File: config.mk
export PLATFORM = sky130hd
export DESIGN_NAME = board_reset
export DESIGN_NICKNAME = d
export VERILOG_FILES = /design/src/board_reset.sv
export VERILOG_INCLUDE_DIRS = /design/src
export SDC_FILE = /design/constraint.sdc
export NUM_CORES = 1
export LEC_CHECK = 0
export BUFFER_PORTS_ARGS = -buffer_cell sky130_fd_sc_hd__buf_4
export CORE_AREA = 2 2 39 41
export DETAILED_ROUTE_END_ITERATION = 10
export DIE_AREA = 0 0 41 43
export GPL_TIMING_DRIVEN = 1
export HOLD_SLACK_MARGIN = 0.05
export PLACE_DENSITY = 0.32
export SLEW_MARGIN = 20
export SYNTH_ARGS = -nofsm -noshare
export SYNTH_HDL_FRONTEND = slang
export SYNTH_SLANG_ARGS = --single-unit
export TNS_END_PERCENT = 20
File: constraint.sdc
create_clock -name clk_rom -period 1.6 [get_ports clk_rom]
set_input_delay 0.08 -clock clk_rom [delete_from_list [all_inputs] [get_ports clk_rom]]
set_output_delay 0.08 -clock clk_rom [all_outputs]
set_load 0.01 [all_outputs]
File: src/board_cfg.svh
// Board configuration constants
// Widths, bank count, reset and memory-init lengths, and the memory
// pipeline latency shared by the memory-access core
`ifndef BOARD_CFG_SVH
`define BOARD_CFG_SVH

// Word address width inside one bank
`define BOARD_AW 10

// Data bus width, two bytes
`define BOARD_DW 16

// Number of game banks sharing the memory
`define BOARD_BANKS 4

// Game reset length after the system leaves reset
`define BOARD_RST_CYCLES 16

// Memory-init window, must not exceed BOARD_RST_CYCLES
`define BOARD_INIT_CYCLES 8

// Cycles from ack to rdy
`define BOARD_MEM_LAT 2

`endif
File: src/board_reset.sv
// Board reset sequencer
// Counts clean cycles after reset with the PLL locked and no reset
// request. The count opens the memory-init window first and then
// releases the game reset. A running ROM download keeps the game in reset.
`timescale 1ns/10ps
`default_nettype none

`include "board_cfg.svh"

module board_reset (
    input  wire  clk_rom,
    input  wire  rst_n,
    input  wire  pll_locked,
    input  wire  rst_req,
    input  wire  downloading,
    output logic sdram_init,
    output logic game_rst_n
);

    localparam int CNT_W = $clog2(`BOARD_RST_CYCLES + 1);

    logic [CNT_W-1:0] cnt;
    logic             cnt_done;
    logic             init_done;

    // Any broken condition restarts the whole sequence
    always_ff @(posedge clk_rom) begin
        if (!rst_n || !pll_locked || rst_req) begin
            cnt <= '0;
        end else if (!cnt_done) begin
            cnt <= cnt + 1'b1;
        end
    end

    assign cnt_done  = (cnt == CNT_W'(`BOARD_RST_CYCLES));
    assign init_done = (cnt >= CNT_W'(`BOARD_INIT_CYCLES));

    assign sdram_init = !init_done;

    // Game stays held while the ROM is being loaded
    assign game_rst_n = cnt_done && !downloading;

endmodule

`default_nettype wire

==> results of run 1 <==
## layout make-up
class	count	area, sq um	area share
Tap cell	16	20.0	0.0599
Clock buffer	4	26.3	0.0787
Inverter	2	7.51	0.0225
Multi-Input combinational cell	19	135	0.404
Sequential cell	5	100	0.300
Timing Repair Buffer	6	45.0	0.135
## stage by stage
stage	hold WS, ps	worst slack, ps	instances
floorplan	206	407	26
CTS	187	126	52
detailed placement	397	333	48
global route	208	70.7	52
global placement	395	343	48
finish	180	152	52
## synthesized netlist by cell type
cell type	number	area (sq um)
nand3_1	2	10.0
xnor2_1	2	17.5
xor2_1	2	17.5
inv_1	2	7.51
nand3b_1	1	7.51
and4bb_2	1	12.5
nor2_1	6	22.5
or2_1	1	6.26
dfxtp_1	5	100
ha_1	2	25.0
mux2i_1	1	10.0
nor2b_1	1	6.26
## critical path: cells and delay by family, from the launching register on
family	cells	cell delay, ps
adders and majority gates	1	190
buffers and inverters	2	210
DFF	1	340
and+or+nand+nor	2	380
## layer usage
layer	up-vias	share of wire	track usage	wire length, microns
met5	-	0	0	0
met4	0	0.020	0.0600	9
met3	2	0.063	0.0471	29
met2	6	0.53	0.103	245
met1	85	0.38	0.0772	175
li1	103	-	-	-
## report_power, final
group | switching [W] | internal [W] | leakage (nW)
Combinational | 0.00000499 | 0.00000942 | 0.0736
Clock | 0.0000509 | 0.0000942 | 0.0150
Sequential | 0.00000104 | 0.000126 | 0.0404
Total | 0.0000569 | 0.000230 | 0.129
## logic make-up (layout without fill, tap and decap cells)
family                     Yosys count  count (layout)  share of synthesized area
and+or+nand+nor                     12              12                      0.268
xor gates and xnor gates             4               4                      0.144
buffers and inverters                2              12                     0.0309
adders and majority gates            2               2                      0.103
muxes                                1               1                     0.0412
DFF                                  5               5                      0.412
## layout by cell type (no fill, tap or decap)
cell | netlist | final
inv_1 | 2 | 2
and4bb_2 | 1 | 1
buf_4 | 0 | 6
nor2b_1 | 1 | 1
nor2_1 | 6 | 6
xor2_1 | 2 | 2
nand3_1 | 2 | 2
dfxtp_1 | 5 | 5
mux2i_1 | 1 | 1
ha_1 | 2 | 2
clkbuf_4 | 0 | 3
xnor2_1 | 2 | 2
or2_1 | 1 | 1
nand3b_1 | 1 | 1
clkbuf_1 | 0 | 1
## how the worst max path moves through the flow
| stage | cells after the start | slack (ps) | to |
|---|---|---|---|
| after global placement | 5 | 340 | cnt[2]$_SDFFE_PP0P_ |
| final | 5 | 150 | game_rst_n |
| after CTS | 5 | 130 | game_rst_n |
| after floorplan | 5 | 410 | cnt[2]$_SDFFE_PP0P_ |
| after global routing | 5 | 70 | game_rst_n |
| after detailed placement | 5 | 330 | cnt[2]$_SDFFE_PP0P_ |
==> metrics.txt, run 1 <==
outcome finished, final reports clean; Final ANT Viol Nets 0; final hold viol count 0; initial drt markers 6; dpl hpwl 368 microns; clk slew on worst S/H paths 50 ps; Worst Skew 2.72 ps; total CTS buffers 3; Rows 14; synth warn 0; ant diodes 0; CTS max path bufs 2; Worst R2R End cnt[2]$_SDFFE_PP0P_; Netlist cell types 12; Clock Tree Root clkbuf_4; largest net degree at the start of global routing 5; initial antenna violation count 0; worst path required time 1520 ps; H-tree depth 1; drt pass-1 iters 4; WHS Path Cells 3; Synth Register Bits 5; max-capacitance violation count 0; final instance area 334 sq um; hold path endpoint cnt[4]$_SDFFE_PP0P_; r2r setup slk 330 ps; Slowest-stage cell, CP dfxtp_1; fmax 691 MHz; CTS Hold Bufs 0; Sink Count 5; Synth Net Count 33; Avg WL per Cell 8.85 microns; Setup crit start kind flop; setup violators final 0; wirelength, routed 460 microns; Post CTS Setup Buffer Count 0; reg2reg path depth 5; Via Count 196; IO Pins 7; max FFs per register 5; gr usage total 0.0753; Biggest register cnt; routed vias/inst about 3.8; Final Cycle Share 0.905; # port buffers 6; total grt overflow 0; NumNets Final 44; Worst path max stage delay 340 ps; core footprint between 1000 and 1500 sq um; # resized after CTS 0; number of global-route vias before repair 215; Slew @ Worst Pin 168 ps; average cell area after synthesis about 9.3 sq um; die area 1760 sq um; RSZ-0062 raised after global routing false; Seq/Total Area, Yosys 0.412; Util after Layout 0.241; Power Total roughly 0.00029 W; Regs by FF count cnt x5; Hold WC Path Type in -> reg; die height 43 microns; synthesized instance count 26; RR Startpoint cnt[0]$_SDFFE_PP0P_; critical path fanouts, max 4; leakage 0.129 nW; Post-Syn Area 243 sq um; Cell Area, Placed 308 sq um; Worst Setup End Kind output pin; Final Max Slew Viols 0; critical path arrival 1370 ps; worst-path cell chain inv_1 -> ha_1 -> and4bb_2 -> nor2b_1 -> buf_4; WS Path Type reg -> out; setup TNS 0 ps; PwrDens around 860 nW/um^2; TritonCTS clock tree built; layout cell share with drive strength beyond 1 0.278; Die Wd 41 microns; Layout area overhead 37.6%; DRC violations left 0; clock latency at the later pin of the worst-skew pair 240 ps; crit path launch cnt[0]$_SDFFE_PP0P_; FILL cells 152; min-delay src rst_req; Starting Density 0.175; relative slew slack 0.888; crit path time final 1450 ps; Max VDD drop 261 uV; first-pass GRT wire length 814 microns; Routability Congestion 0.773
(Power assumes the default switching activity.)
==> run 2, diff against run 1 <==
clock period = 1.5 ns   (was 1.6 ns; I/O delays follow)
==> metrics.txt, run 2 (same netlist as run 1, synthesis figures left out) <==
outcome finished, final reports clean; critical path arrival 1330 ps; Biggest register cnt; clock latency at the later pin of the worst-skew pair 240 ps; Worst Setup End Kind output pin; Clk pwr share 0.499; wirelength, routed between 400 and 500 microns; core footprint 1380 sq um; routed vias/inst 3.84; fmax 713 MHz; Routability Congestion 0.778; worst-path cell chain inv_1 -> ha_2 -> and4bb_2 -> nor2b_2 -> buf_4; setup TNS 0 ps; # port buffers 6; TritonCTS clock tree built; Cell Area, Placed 308 sq um; Rows 14; ant diodes 0; RSZ-0062 raised after global routing false; M2 GR Usage 0.100; relative slew slack 0.896; Clock Tree Root clkbuf_4; GR Util met3 0.0628; initial drt markers 3; met1 Use GR 0.0744; most frequent cells in the layout buf_4, nor2_1, clkbuf_4, dfxtp_1; number of global-route vias before repair 197; clk slew on worst S/H paths 40 ps; Psw between 0.00006 and 0.00007 W; switching share of power 0.195; worst path required time between 1000 and 1500 ps; Final Cycle Share 0.935; grt peak-use layer met2; FILL cells 148; first-pass GRT wire length 807 microns; Max VDD drop 365 uV; WS Path Type reg -> out; Via Count 211; Die Wd 41 microns; Post-Place Setup Slack 201 ps; Worst Skew ~7.8 ps; Avg WL per Cell 8.91 microns; combinational share of power 0.057; total CTS buffers 3; Final Max Slew Viols 0; CTS max path bufs 2; leakage approximately 0.15 nW; drt pass-1 iters 2; crit path time final approximately 1400 ps; critical path fanouts, max 3; WP buf/inv 2; Slowest-stage cell, CP dfxtp_2; Final ANT Viol Nets 0; Sink Count 5; Setup crit start kind flop; final hold viol count 0; most common cell after layout, fill and taps aside buf_4; dpl hpwl 357 microns; DRC violations left 0; max FFs per register 5; initial antenna violation count 0; layout cell share with drive strength beyond 1 0.436; Worst path max stage delay about 330 ps; largest net degree at the start of global routing 5; P_int 0.000247 W; Layout area overhead 50.0%; IO Pins 7; die area ~1800 sq um; Power Total 0.000307 W; setup violators final 0; NumNets Final 47; Regs by FF count cnt x5; CP top delay family simple AND/OR/NAND/NOR gates; PwrDens between 800 and 900 nW/um^2; Hold WC Path Type in -> reg; Starting Density 0.175; post-route setup slack approximately 97 ps; Flop pwr share 0.444; gr usage total 0.0795; die height 43 microns; max-capacitance violation count 0; Slew @ Worst Pin 155 ps; total grt overflow 0; final instance area around 360 sq um; H-tree depth 1
==> run 2: metrics by stage <==
step / util / cells / hold WS (ps)
3_3_place_gp: 0.222 / 48 / 385
5_1_grt: 0.263 / 55 / 181
3_5_place_dp: 0.222 / 48 / 385
2_1_floorplan: - / 26 / 196
6_report: 0.263 / 55 / 165
4_1_cts: 0.241 / 52 / 173
==> run 2: routing by layer <==
metal	wire, microns	vias up
met2	246	4
met5	0	-
met4	15	0
met3	25	2
met1	201	96
li1	-	109
==> run 2: final timing paths <==
kind	slack, ps	cells past startpoint	endpoint	from
worst max-delay path	100	5	game_rst_n	cnt[0]$_SDFFE_PP0P_
worst min-delay path	160	3	cnt[0]$_SDFFE_PP0P_	rst_req
worst max register to register	130	7	cnt[0]$_SDFFE_PP0P_	cnt[0]$_SDFFE_PP0P_
worst min register to register	540	2	cnt[1]$_SDFFE_PP0P_	cnt[1]$_SDFFE_PP0P_
==> run 2: final cells by class <==
| class | count | area, sq um | area share |
|---|---|---|---|
| tap | 16 | 20.0 | 0.0550 |
| timing repair buffer | 9 | 67.6 | 0.186 |
| sequential | 5 | 103 | 0.282 |
| inverter | 2 | 7.51 | 0.0206 |
| multi-input combinational | 19 | 140 | 0.385 |
| clock buffer | 4 | 26.3 | 0.0722 |
==> run 2: repair_timing <==
action                     4_1_cts  5_1_grt
resized for setup                0        4
hold buffers                     0        0
setup endpoints to repair        0        1
buffers inserted                 0        3
==> run 2: power groups by stage <==
stage | Combinational, W | Sequential (W) | Clock (W)
2_1_floorplan | 0.00000628 | 0.000138 | 0
4_1_cts | 0.0000158 | 0.000136 | 0.000161
6_report | 0.0000175 | 0.000136 | 0.000153
3_5_place_dp | 0.0000158 | 0.000138 | 0
5_1_grt | 0.0000196 | 0.000136 | 0.000169
3_3_place_gp | 0.0000150 | 0.000138 | 0
==> run 2: tightest hold or removal path, stage by stage <==
cell and delay (ps):
buf_4 70, nand3b_1 150, nor2_1 60
==> run 3, diff against run 2 <==
CORE_AREA = 5 5 42 44   (was 2 2 39 41)
DIE_AREA = 0 0 47 49   (was 0 0 41 43)
==> metrics.txt, run 3 (same netlist as run 1, synthesis figures left out) <==
RR Startpoint cnt[0]$_SDFFE_PP0P_; largest net degree at the start of global routing 5; Avg WL per Cell between 8 and 9 microns; TritonCTS clock tree built; Final Max Slew Viols 0; NumNets Final 45; Die Wd approximately 47 microns; worst path required time roughly 1400 ps; Worst path max stage delay 330 ps; layout cell share with drive strength beyond 1 0.351; gr usage total 0.0451; Hold WC Path Type in -> reg; crit path time final 1430 ps; Slowest-stage cell, CP dfxtp_2; initial antenna violation count 0; Final Cycle Share 0.954; Sink Count 5; Power Total 0.000305 W; die area ~2300 sq um; Cell Area, Placed 308 sq um; RSZ-0062 raised after global routing false; Clock Tree Root clkbuf_4; final instance area roughly 340 sq um; worst-path cell chain inv_1 -> ha_1 -> and4bb_2 -> nor2b_1 -> buf_4; Via Count 205; # port buffers 6; max FFs per register 5; clk slew on worst S/H paths 40 ps; routed vias/inst 3.87; die height 49 microns; max-capacitance violation count 0; critical path fanouts, max 4; fmax ~700 MHz; wirelength, routed 473 microns; Worst Skew 5.29 ps; critical path arrival approximately 1400 ps; Max VDD drop 333 uV; total grt overflow 0; r2r setup slk 220 ps; relative slew slack 0.866; leakage between 0.1 and 0.15 nW; initial drt markers 7; DRC violations left 0; Layout area overhead 41.8%; most frequent cells in the layout buf_4, nor2_1, clkbuf_4, dfxtp_1; WS Path Type reg -> out; outcome finished, final reports clean; Rows 14; core footprint approximately 1400 sq um; IO Pins 7; Final ANT Viol Nets 0; reg2reg path depth 6; drt pass-1 iters 3; number of global-route vias before repair between 200 and 250; Regs by FF count cnt x5; first-pass GRT wire length approximately 740 microns; Worst Setup End Kind output pin; Starting Density 0.173; final hold viol count 0; total CTS buffers 3; end point of the critical path game_rst_n; ant diodes 0; Routability Congestion 0.664; PwrDens 886 nW/um^2; setup violators final 0; CTS max path bufs 2; clock latency at the later pin of the worst-skew pair approximately 240 ps; Worst R2R End cnt[0]$_SDFFE_PP0P_; Setup crit start kind flop; crit path launch cnt[0]$_SDFFE_PP0P_; H-tree depth 1; setup TNS 0 ps; Slew @ Worst Pin 200 ps; Biggest register cnt; most common cell after layout, fill and taps aside buf_4
-- run 3: critical path: cells and delay by family (launching register included) --
family | cells | cell delay [ps]
simple gates | 2 | 380
fa+ha+maj | 1 | 200
buf+inv | 2 | 200
flops | 1 | 330
-- run 3: what timing repair did --
item | 4_1_cts | 5_1_grt
gates resized for setup | 0 | 2
hold buffers | 0 | 0
buffers inserted | 0 | 1
endpoints found under the setup margin | 0 | 1
-- run 3: worst min path at each step --
stage	from	end	slack, ps	depth (start not counted)
after floorplan	downloading	game_rst_n	200	1
after global placement	downloading	game_rst_n	390	3
after detailed placement	downloading	game_rst_n	390	3
after CTS	rst_req	cnt[0]$_SDFFE_PP0P_	200	3
after global routing	rst_req	cnt[0]$_SDFFE_PP0P_	210	3
final	rst_req	cnt[0]$_SDFFE_PP0P_	200	3
-- run 3: stage by stage --
stage / instances / setup slack, ps / util / hold slack, ps
floorplan: 26 / 307 / - / 196
global placement: 48 / 236 / 0.220 / 385
detailed placement: 48 / 184 / 0.220 / 391
CTS: 52 / 7.85 / 0.238 / 199
global route: 53 / 19.2 / 0.246 / 210
finish: 53 / 68.6 / 0.246 / 201
-- run 3: per-layer routing --
| layer | wire length (microns) | part of all wire | up-vias | GRT usage |
|---|---|---|---|---|
| li1 | - | - | 105 | - |
| met1 | 206 | 0.44 | 96 | 0.0442 |
| met2 | 233 | 0.49 | 4 | 0.0724 |
| met3 | 32 | 0.068 | 0 | 0.0443 |
| met4 | 0 | 0 | 0 | 0 |
| met5 | 0 | 0 | - | 0 |
-- run 3: area by class of cell --
class	instances	area (sq um)
Fill cell	166	1060
Timing Repair Buffer	7	52.6
Tap cell	16	20.0
Multi-Input combinational cell	19	135
Inverter	2	7.51
Sequential cell	5	103
Clock buffer	4	26.3
-- run 3: power by group --
group | internal [W] | total (W) | switching [W]
clock | 0.000100 | 0.000153 | 0.0000523
sequential | 0.000135 | 0.000136 | 0.00000120
combinational | 0.0000101 | 0.0000158 | 0.00000570
