===== config.mk =====
export PLATFORM = sky130hd
export DESIGN_NAME = bank_arbiter
export DESIGN_NICKNAME = d
export VERILOG_FILES = /design/src/board_pkg.sv /design/src/bank_arbiter.sv
export VERILOG_INCLUDE_DIRS = /design/src
export SDC_FILE = /design/constraint.sdc
export NUM_CORES = 1
export LEC_CHECK = 0
export BUFFER_PORTS_ARGS = -buffer_cell sky130_fd_sc_hd__buf_2
export CORE_AREA = 8 8 88 90
export DETAILED_ROUTE_END_ITERATION = 7
export DIE_AREA = 0 0 96 98
export GPL_TIMING_DRIVEN = 1
export PLACE_DENSITY = 0.84
export SYNTH_ARGS = -nofsm -noshare
export SYNTH_HDL_FRONTEND = slang
export SYNTH_SLANG_ARGS = --single-unit

===== constraint.sdc =====
create_clock -name clk_rom -period 5.3 [get_ports clk_rom]
set_input_delay 1.59 -clock clk_rom [delete_from_list [all_inputs] [get_ports clk_rom]]
set_output_delay 1.59 -clock clk_rom [all_outputs]
set_load 0.05 [all_outputs]

===== src/board_cfg.svh =====
// Board configuration constants
// Widths, bank count, reset and memory-init lengths, and the memory
// pipeline latency shared by the memory-access core
`ifndef BOARD_CFG_SVH
`define BOARD_CFG_SVH

// Word address width inside one bank
`define BOARD_AW 10

// Data bus width, two bytes
`define BOARD_DW 16

// Number of game banks sharing the memory
`define BOARD_BANKS 4

// Game reset length after the system leaves reset
`define BOARD_RST_CYCLES 16

// Memory-init window, must not exceed BOARD_RST_CYCLES
`define BOARD_INIT_CYCLES 8

// Cycles from ack to rdy
`define BOARD_MEM_LAT 2

`endif

===== src/board_pkg.sv =====
// Board package
// Shared types for the memory-access core: address and data words,
// byte masks, bank indexes, the arbiter to memory request and response
// structs and the arbiter state encoding
`default_nettype none

`include "board_cfg.svh"

package board_pkg;

    typedef logic [`BOARD_AW-1:0]    addr_t;
    typedef logic [`BOARD_DW-1:0]    data_t;
    // Active low, bit 0 is the low byte
    typedef logic [1:0]              dsn_t;
    typedef logic [1:0]              bank_t;
    typedef logic [`BOARD_BANKS-1:0] bank_vec_t;

    // Who issued a memory request
    typedef struct packed {
        logic  prog;
        bank_t ba;
    } src_t;

    typedef struct packed {
        logic  wr;
        bank_t ba;
        addr_t addr;
        data_t data;
        dsn_t  dsn;
    } mem_req_t;

    typedef struct packed {
        src_t  src;
        data_t data;
    } mem_rsp_t;

    typedef enum logic {
        ARB_SCAN,
        ARB_DOWNLOAD
    } arb_state_e;

endpackage

`default_nettype wire


===== src/bank_arbiter.sv =====
// Shared memory arbiter
// Grants one requester per cycle among four game banks and the ROM
// download port. Downloads own the memory while active, otherwise the
// banks are served round robin. Response tags become rdy pulses.
`timescale 1ns/10ps
`default_nettype none

`include "board_cfg.svh"

module bank_arbiter (
    input  wire                       clk_rom,
    input  wire                       rst_n,
    input  wire                       sdram_init,
    input  wire                       downloading,
    input  wire board_pkg::bank_vec_t ba_rd,
    input  wire board_pkg::bank_vec_t ba_wr,
    input  wire board_pkg::addr_t     ba_addr [`BOARD_BANKS],
    input  wire board_pkg::data_t     ba_din  [`BOARD_BANKS],
    input  wire board_pkg::dsn_t      ba_dsn  [`BOARD_BANKS],
    input  wire                       prog_rd,
    input  wire                       prog_we,
    input  wire board_pkg::bank_t     prog_ba,
    input  wire board_pkg::addr_t     prog_addr,
    input  wire board_pkg::data_t     prog_data,
    input  wire board_pkg::dsn_t      prog_dsn,
    input  wire                       rsp_valid,
    input  wire board_pkg::src_t      rsp_src,
    output board_pkg::bank_vec_t      ba_ack,
    output board_pkg::bank_vec_t      ba_rdy,
    output logic                      prog_ack,
    output logic                      prog_rdy,
    output logic                      req_valid,
    output board_pkg::mem_req_t       req,
    output board_pkg::src_t           req_src
);

    import board_pkg::*;

    arb_state_e state, state_next;
    bank_t      rr_last;
    bank_t      pick;
    logic       pick_ok;
    bank_vec_t  busy;
    bank_vec_t  bank_req;
    logic       prog_busy;
    logic       grant_prog, grant_bank;
    mem_req_t   next_req;
    src_t       next_src;

    always_comb begin
        state_next = state;
        case (state)
            ARB_SCAN:     if (downloading) state_next = ARB_DOWNLOAD;
            ARB_DOWNLOAD: if (!downloading && !prog_busy) state_next = ARB_SCAN;
            default:      state_next = ARB_SCAN;
        endcase
    end

    // Banks already in flight must not be accepted twice
    assign bank_req = (ba_rd | ba_wr) & ~busy;

    // Round robin scan, starting after the last granted bank
    always_comb begin
        bank_t idx;
        pick_ok = 1'b0;
        pick    = rr_last;
        for (int k = 1; k <= `BOARD_BANKS; k++) begin
            idx = rr_last + bank_t'(k);
            if (!pick_ok && bank_req[idx]) begin
                pick_ok = 1'b1;
                pick    = idx;
            end
        end
    end

    assign grant_prog = !sdram_init && state == ARB_DOWNLOAD &&
                        (prog_rd || prog_we) && !prog_busy;
    assign grant_bank = !sdram_init && state == ARB_SCAN && !downloading && pick_ok;

    always_comb begin
        if (grant_prog) begin
            next_req = '{wr: prog_we, ba: prog_ba, addr: prog_addr,
                         data: prog_data, dsn: prog_dsn};
            next_src = '{prog: 1'b1, ba: prog_ba};
        end else begin
            next_req = '{wr: ba_wr[pick], ba: pick, addr: ba_addr[pick],
                         data: ba_din[pick], dsn: ba_dsn[pick]};
            next_src = '{prog: 1'b0, ba: pick};
        end
    end

    always_ff @(posedge clk_rom) begin
        if (!rst_n) begin
            state     <= ARB_SCAN;
            rr_last   <= '0;
            busy      <= '0;
            prog_busy <= 1'b0;
            ba_ack    <= '0;
            prog_ack  <= 1'b0;
            req_valid <= 1'b0;
        end else begin
            state     <= state_next;
            ba_ack    <= '0;
            prog_ack  <= 1'b0;
            req_valid <= grant_prog || grant_bank;
            busy      <= (busy & ~ba_rdy) | (grant_bank ? bank_vec_t'(1) << pick : '0);
            if (prog_rdy) prog_busy <= 1'b0;
            if (grant_prog) begin
                prog_ack  <= 1'b1;
                prog_busy <= 1'b1;
            end else if (grant_bank) begin
                ba_ack[pick] <= 1'b1;
                rr_last      <= pick;
            end
        end
    end

    always_ff @(posedge clk_rom) begin
        req     <= next_req;
        req_src <= next_src;
    end

    // Returning tag selects the rdy line
    always_comb begin
        ba_rdy   = '0;
        prog_rdy = rsp_valid && rsp_src.prog;
        if (rsp_valid && !rsp_src.prog) ba_rdy[rsp_src.ba] = 1'b1;
    end

endmodule

`default_nettype wire


==> results of run 1 <==
==> kinds of logic (layout without fill, tap and decap cells) <==
family,after synthesis,count (layout)
AOI/OAI and AO/OA,114,114
buffers and inverters,59,254
and+or+nand+nor,56,56
DFF,46,46
muxes,29,29
==> routing by layer <==
metal | global-route usage, % | share of wire [%]
met1 | 20.70 | 36
met2 | 36.86 | 51
met3 | 6.216 | 11
met4 | 4.970 | 1.1
met5 | 0 | 0
==> synthesized netlist by cell type (all sizes together) <==
cell	n	area share, %
nor3	7	1.8
mux2i	29	11
o21bai	7	2.6
nand2	5	0.71
and2	1	0.24
and4b	1	0.38
o211ai	2	0.76
buf	16	3.9
a22oi	1	0.28
o21ai	2	0.38
a21oi	4	1.2
nand4bb	1	0.43
inv	33	4.7
nand3	1	0.19
o21ba	3	1.4
nor3b	2	0.57
a21o	1	0.28
dfxtp	46	35
a211oi	89	25
o221ai	3	1.5
nor2	36	5.1
clkbuf	10	1.4
nand2b	2	0.47
o21a	2	0.57
==> metrics by stage <==
stage | setup WS (ns) | instances | hold slack [ns]
finish | 1.163 | 579 | 0.4741
global route | 1.126 | 579 | 0.5113
CTS | 1.177 | 579 | 0.4820
detailed placement | 1.194 | 571 | 0.4672
global placement | 1.302 | 571 | 0.4494
floorplan | 0.7394 | 304 | 0.4320
==> registers in the layout, indices dropped and copies added, names as in the netlist <==
| register | count |
|---|---|
| req_src | 2 |
| busy | 4 |
| ba_ack | 4 |
| state | 1 |
| prog_busy | 1 |
| req_valid | 1 |
| prog_ack | 1 |
| req | 30 |
| rr_last | 2 |
==> cell type report <==
type,count,area share [%]
clock buffer,5,1.804
tap,80,2.624
timing repair buffer,213,28.53
multi-input combinational,199,38.96
inverter,33,3.247
sequential,46,24.14
clock inverter,3,0.6888
==> report_power, final <==
| group | leakage, nW | internal [mW] | switching, mW |
|---|---|---|---|
| combinational | 1.46 | 0.186 | 0.423 |
| sequential | 0.384 | 0.411 | 0.0181 |
| clock | 0.0495 | 0.0982 | 0.136 |
==> final timing paths <==
kind | start | endpoint | slack (ns) | depth (start not counted)
max | rsp_src[2] | ba_rdy[2] | 1.16 | 4
min | busy[1]$_SDFF_PN0_ | busy[1]$_SDFF_PN0_ | 0.47 | 2
max reg2reg | busy[0]$_SDFF_PN0_ | req[5]$_DFF_P_ | 2.73 | 7
min reg2reg | busy[1]$_SDFF_PN0_ | busy[1]$_SDFF_PN0_ | 0.47 | 2
==> cell usage in the layout (no fill, tap or decap), types with 3 or more instances in the layout <==
master	synthesis	final
sky130_fd_sc_hd__inv_6	0	3
sky130_fd_sc_hd__buf_2	10	204
sky130_fd_sc_hd__buf_4	4	9
sky130_fd_sc_hd__a21oi_1	3	3
sky130_fd_sc_hd__dfxtp_1	46	46
sky130_fd_sc_hd__clkbuf_8	0	5
sky130_fd_sc_hd__nor3_1	6	6
sky130_fd_sc_hd__a211oi_1	89	89
sky130_fd_sc_hd__nand2_1	5	5
sky130_fd_sc_hd__inv_1	32	32
sky130_fd_sc_hd__mux2i_1	29	29
sky130_fd_sc_hd__nor2_1	36	35
sky130_fd_sc_hd__o21bai_1	5	5
==> worst max-delay path: stages <==
cell	delay, ns
sky130_fd_sc_hd__buf_2	0.11
sky130_fd_sc_hd__nand2b_1	0.17
sky130_fd_sc_hd__nor3b_1	0.34
sky130_fd_sc_hd__buf_2	0.33
==> summary.json, run 1 <==
{
  "status": {"value": "completed"},
  "maxSlewHeadroom": {"value": 48.09, "unit": "%"},
  "synth_seq_area_share": {"value": 34.91, "unit": "%"},
  "post_synthesis_cell_type_count": {"value": 34},
  "cts_buffer_depth": {"value": 2},
  "drc": {"value": 0},
  "number_of_violations_of_the_max_capacitance_limit": {"value": 0},
  "hp-class": {"value": "flop to flop"},
  "io_buffers": {"value": 204},
  "final_period_minus_worst_setup_slack": {"value": 4.137, "unit": "ns"},
  "synth.mux.area_fraction": {"value": 11.01, "unit": "%"},
  "synth_compound_gate_area_share": {"value": 34.20, "unit": "%"},
  "detailedRoute.firstIterationViolations": {"value": 82},
  "cts.repair.resized": {"value": 0},
  "synthesis.instances": {"value": 304},
  "grt_use_total": {"value": 19.95, "unit": "%"},
  "critPathMaxFanout": {"value": 3},
  "boundaryPins": {"value": 205},
  "post_cts.repair.setup_buffers": {"value": 0},
  "ir_drop": {"value": 0.2334, "unit": "mV"},
  "antenna_left": {"value": 0},
  "floorplan.initialDensity": {"value": 40.62, "unit": "%"},
  "hpwlAfterDp": {"value": 7.867, "unit": "mm"},
  "setup-tns-final": {"value": 0, "unit": "ns"},
  "yosys_warnings": {"value": 0},
  "clk_transition_reported_paths": {"value": 0.10, "unit": "ns"},
  "clock_sink_count": {"value": 46},
  "simple_gate_area_share_of_the_yosys_netlist": {"value": 9.867, "unit": "%"},
  "mean_instance_size_in_the_synthesized_netlist": {"value": 8.676, "unit": "um^2"},
  "std_cell_rows": {"value": 30},
  "largest_net_degree_at_the_start_of_global_routing": {"value": 37},
  "finalPower": {"value": 1.273, "unit": "mW"},
  "via_count": {"value": 3045},
  "total_leakage_power": {"value": 1.892, "unit": "nW"},
  "synthesis.area": {"value": 2638, "unit": "um^2"},
  "tritoncts_clock_tree": {"value": "built"},
  "timing.setup.critical_path_class": {"value": "input pin to output pin"},
  "min_period_over_period": {"value": 78.05, "unit": "%"},
  "die_w": {"value": 96, "unit": "um"},
  "area_used_by_sequential_logic_in_the_layout": {"value": 920.9, "unit": "um^2"},
  "fp.dieH": {"value": 98, "unit": "um"},
  "final.fill_count": {"value": 600},
  "final-hold-violation-count": {"value": 0},
  "globalRoute.totalOverflow": {"value": 0},
  "finalMaxSlewViolations": {"value": 0},
  "total_of_endpoints_with_negative_setup_slack_in_the_final_report": {"value": 0},
  "clock_tree.htree_level_count": {"value": 2},
  "routedWlPerCell": {"value": 16.97, "unit": "um"},
  "post-route-util": {"value": 58.75, "unit": "%"},
  "routed_wl": {"value": 9.826, "unit": "mm"},
  "tritoncts.num_buffers": {"value": 5},
  "critPathLaunchType": {"value": "input pin"},
  "timing.critical_path.arrival": {"value": 2.55, "unit": "ns"},
  "gp_congestion": {"value": 0.8206},
  "critPathRequiredTime": {"value": 3.71, "unit": "ns"},
  "fin_worst_skew": {"value": 0.006465, "unit": "ns"},
  "design.die.area": {"value": 9408, "unit": "um^2"},
  "critPathCaptureType": {"value": "output pin"},
  "clock_tree_root_buffer_cell": {"value": "sky130_fd_sc_hd__clkbuf_8"},
  "synth_xor_area_share": {"value": 0, "unit": "%"},
  "layout.cell_area.non_filler": {"value": 3815, "unit": "um^2"},
  "drt-vias-per-instance": {"value": 5.259},
  "area_growth_syn_to_layout": {"value": 44.64, "unit": "%"},
  "synth_top_family_by_area": {"value": "compound AO/OA/AOI/OAI gates"},
  "antenna_found_initial": {"value": 0},
  "grt_pass1_wl": {"value": 15.29, "unit": "mm"},
  "syn_nets": {"value": 464},
  "fmax": {"value": 0.2417, "unit": "GHz"},
  "cts_hold_buffers": {"value": 0},
  "num-nets-final": {"value": 658},
  "placedInstanceArea": {"value": 3720, "unit": "um^2"},
  "power_density": {"value": 333.7, "unit": "nW/um^2"},
  "synth_fa_ha_area_share": {"value": 0, "unit": "%"},
  "number_of_diodes_added_for_antenna_fixing": {"value": 0},
  "design.core.area": {"value": 6494, "unit": "um^2"},
  "multiInputGateArea": {"value": 1486, "unit": "um^2"},
  "insertion_delay": {"value": 0.30, "unit": "ns"},
  "grt_pass1_vias": {"value": 3357},
  "drive_gt1_share": {"value": 46.69, "unit": "%"},
  "drt-pass1-iter-count": {"value": 4},
  "tightest_slew": {"value": 0.7769, "unit": "ns"},
  "grt_setup_unrepaired": {"value": "no"},
  "postSynthRegisterBits": {"value": 46}
}
(Power assumes the default switching activity.)
==> inputs of run 2 (changes only) <==
- CORE_AREA: 8 8 88 90 -> 8 8 95 97
- DIE_AREA: 0 0 96 98 -> 0 0 103 105
- PLACE_DENSITY: 0.84 -> 0.76
- clock period: 5.3 -> 3.8 ns (I/O delays scaled with it)
==> summary.json, run 2 (synthesized netlist as in run 1, its figures left out) <==
{
  "cts.repair.resized": {"value": 0},
  "largest_reg_flops": {"value": 30},
  "clock_tree.htree_level_count": {"value": 2},
  "total_of_endpoints_with_negative_setup_slack_in_the_final_report": {"value": 0},
  "critPathMaxFanout": {"value": 3},
  "grt_pass1_vias": {"value": 3485},
  "boundaryPins": {"value": 205},
  "detailedRoute.firstIterationViolations": {"value": 90},
  "clock_tree_root_buffer_cell": {"value": "sky130_fd_sc_hd__clkbuf_8"},
  "drc": {"value": 0},
  "gp_congestion": {"value": 0.8170},
  "number_of_diodes_added_for_antenna_fixing": {"value": 0},
  "fp.dieH": {"value": 105, "unit": "um"},
  "status": {"value": "completed"},
  "hpwlAfterDp": {"value": 8.339, "unit": "mm"},
  "cts_hold_buffers": {"value": 0},
  "placedInstanceArea": {"value": 3762, "unit": "um^2"},
  "largest_net_degree_at_the_start_of_global_routing": {"value": 31},
  "layout.cell_area.non_filler": {"value": 3857, "unit": "um^2"},
  "power_density": {"value": 464.9, "unit": "nW/um^2"},
  "antenna_left": {"value": 0},
  "critical_path.endpoint": {"value": "ba_rdy[1]"},
  "critical_path.most_common_cell": {"value": "sky130_fd_sc_hd__buf_2"},
  "max_flop_register": {"value": "req"},
  "r2r-start": {"value": "busy[0]$_SDFF_PN0_"},
  "worst_path_max_delay_cell": {"value": "sky130_fd_sc_hd__buf_2"},
  "globalRoute.totalOverflow": {"value": 0},
  "tritoncts.num_buffers": {"value": 5},
  "design.core.area": {"value": 7527, "unit": "um^2"},
  "die_w": {"value": 103, "unit": "um"},
  "maxSlewHeadroom": {"value": 47.64, "unit": "%"},
  "num-nets-final": {"value": 660},
  "total_leakage_power": {"value": 1.902, "unit": "nW"},
  "design.die.area": {"value": 10820, "unit": "um^2"},
  "tritoncts_clock_tree": {"value": "built"},
  "area_growth_syn_to_layout": {"value": 46.25, "unit": "%"},
  "layout_commonest_cell": {"value": "sky130_fd_sc_hd__buf_2"},
  "r2r-end": {"value": "req[17]$_DFF_P_"},
  "finalMaxSlewViolations": {"value": 0},
  "reg_top3": {"value": "req: 30 flops, ba_ack: 4 flops, busy: 4 flops"},
  "grt_setup_unrepaired": {"value": "no"},
  "hp-class": {"value": "flop to flop"},
  "critPathCaptureType": {"value": "output pin"},
  "timing.critical_path.arrival": {"value": 2.05, "unit": "ns"},
  "clk_transition_reported_paths": {"value": 0.10, "unit": "ns"},
  "most_used_cells_in_the_layout_excluding_fill_and_tap_cells": {"value": "sky130_fd_sc_hd__buf_2, sky130_fd_sc_hd__a211oi_1, sky130_fd_sc_hd__dfxtp_1, sky130_fd_sc_hd__nor2_1, sky130_fd_sc_hd__inv_1"},
  "path_cells": {"value": "buf_2 -> nand2b_1 -> nor3b_1 -> buf_2"},
  "critPathLaunchType": {"value": "input pin"},
  "ir_drop": {"value": 0.2061, "unit": "mV"},
  "io_buffers": {"value": 204},
  "grt_use_total": {"value": 19.12, "unit": "%"},
  "min_period_over_period": {"value": 83.85, "unit": "%"},
  "critical_path_max_stage_delay": {"value": 0.33, "unit": "ns"},
  "source_of_the_critical_timing_path": {"value": "rsp_src[2]"},
  "fmax": {"value": 0.3138, "unit": "GHz"},
  "setup-tns-final": {"value": 0, "unit": "ns"},
  "std_cell_rows": {"value": 32},
  "antenna_found_initial": {"value": 0},
  "drive_gt1_share": {"value": 46.91, "unit": "%"},
  "via_count": {"value": 3114},
  "floorplan.initialDensity": {"value": 35.04, "unit": "%"},
  "critPathRequiredTime": {"value": 2.66, "unit": "ns"},
  "cts_buffer_depth": {"value": 2},
  "routed_wl": {"value": 10.64, "unit": "mm"},
  "post_cts.repair.setup_buffers": {"value": 0},
  "path_buf_inv": {"value": 2},
  "routedWlPerCell": {"value": 17.64, "unit": "um"},
  "path_depth": {"value": 4},
  "final_period_minus_worst_setup_slack": {"value": 3.186, "unit": "ns"},
  "final-hold-violation-count": {"value": 0},
  "reg2reg_slack": {"value": 1.51, "unit": "ns"},
  "fin_worst_skew": {"value": 0.009567, "unit": "ns"},
  "timing.setup.critical_path_class": {"value": "input pin to output pin"},
  "tightest_slew": {"value": 0.7836, "unit": "ns"},
  "drt-pass1-iter-count": {"value": 4},
  "drt-vias-per-instance": {"value": 5.164},
  "timing.reg2reg.worst_path_depth": {"value": 6},
  "clock_sink_count": {"value": 46},
  "grt_pass1_wl": {"value": 16.68, "unit": "mm"},
  "timing.critical_path.max_delay_family": {"value": "simple AND/OR/NAND/NOR gates"},
  "insertion_delay": {"value": 0.31, "unit": "ns"},
  "number_of_violations_of_the_max_capacitance_limit": {"value": 0}
}
-- run 2: cell types whose count changed in the layout (fill, tap and decap cells not counted), sizes merged --
cell / previous run / this run
buf: 213 / 215
-- run 2: power by group --
| part | switching (mW) | total, mW | internal, mW |
|---|---|---|---|
| logic | 0.598 | 0.862 | 0.264 |
| clock network | 0.193 | 0.330 | 0.137 |
| registers | 0.0275 | 0.601 | 0.573 |
| total | 0.818 | 1.79 | 0.975 |
-- run 2: worst min path at each step --
stage	cells after the start	end	start
floorplan	2	busy[1]$_SDFF_PN0_	busy[1]$_SDFF_PN0_
global placement	2	busy[0]$_SDFF_PN0_	busy[0]$_SDFF_PN0_
detailed placement	2	busy[2]$_SDFF_PN0_	busy[2]$_SDFF_PN0_
CTS	2	busy[2]$_SDFF_PN0_	busy[2]$_SDFF_PN0_
global route	2	busy[2]$_SDFF_PN0_	busy[2]$_SDFF_PN0_
finish	2	busy[2]$_SDFF_PN0_	busy[2]$_SDFF_PN0_
-- run 2: per-stage QoR --
step / power, mW / hold WS [ns] / instances / utilization, % / worst slack (ns)
global route: 1.884 / 0.4931 / 603 / 51.25 / 0.5727
floorplan: 1.223 / 0.4320 / 304 / - / 0.1394
global placement: 1.463 / 0.4625 / 595 / 49.98 / 0.6573
CTS: 1.807 / 0.4771 / 603 / 51.25 / 0.6347
detailed placement: 1.477 / 0.4613 / 595 / 49.98 / 0.5715
finish: 1.793 / 0.4836 / 603 / 51.25 / 0.6136
-- run 2: worst min-delay path: stages, from the launching register on --
cell                       delay [ns]
sky130_fd_sc_hd__dfxtp_1         0.33
sky130_fd_sc_hd__nand2_1         0.06
sky130_fd_sc_hd__o21bai_1        0.06
-- run 2: layer usage --
layer	global-route usage, %	wire length [um]
met5	0	0
met4	4.033	82
met3	4.711	999
met2	36.25	5512
met1	20.35	4040
-- run 2: area by class of cell --
| class | instances | area, um^2 |
|---|---|---|
| flip-flops and latches | 46 | 920.9 |
| repair buffers | 215 | 1104 |
| clock inverters | 3 | 26.28 |
| inverters | 33 | 123.9 |
| fillers | 763 | 3670 |
| multi-input cells | 199 | 1486 |
| clock buffers | 5 | 68.82 |
| well taps | 102 | 127.6 |
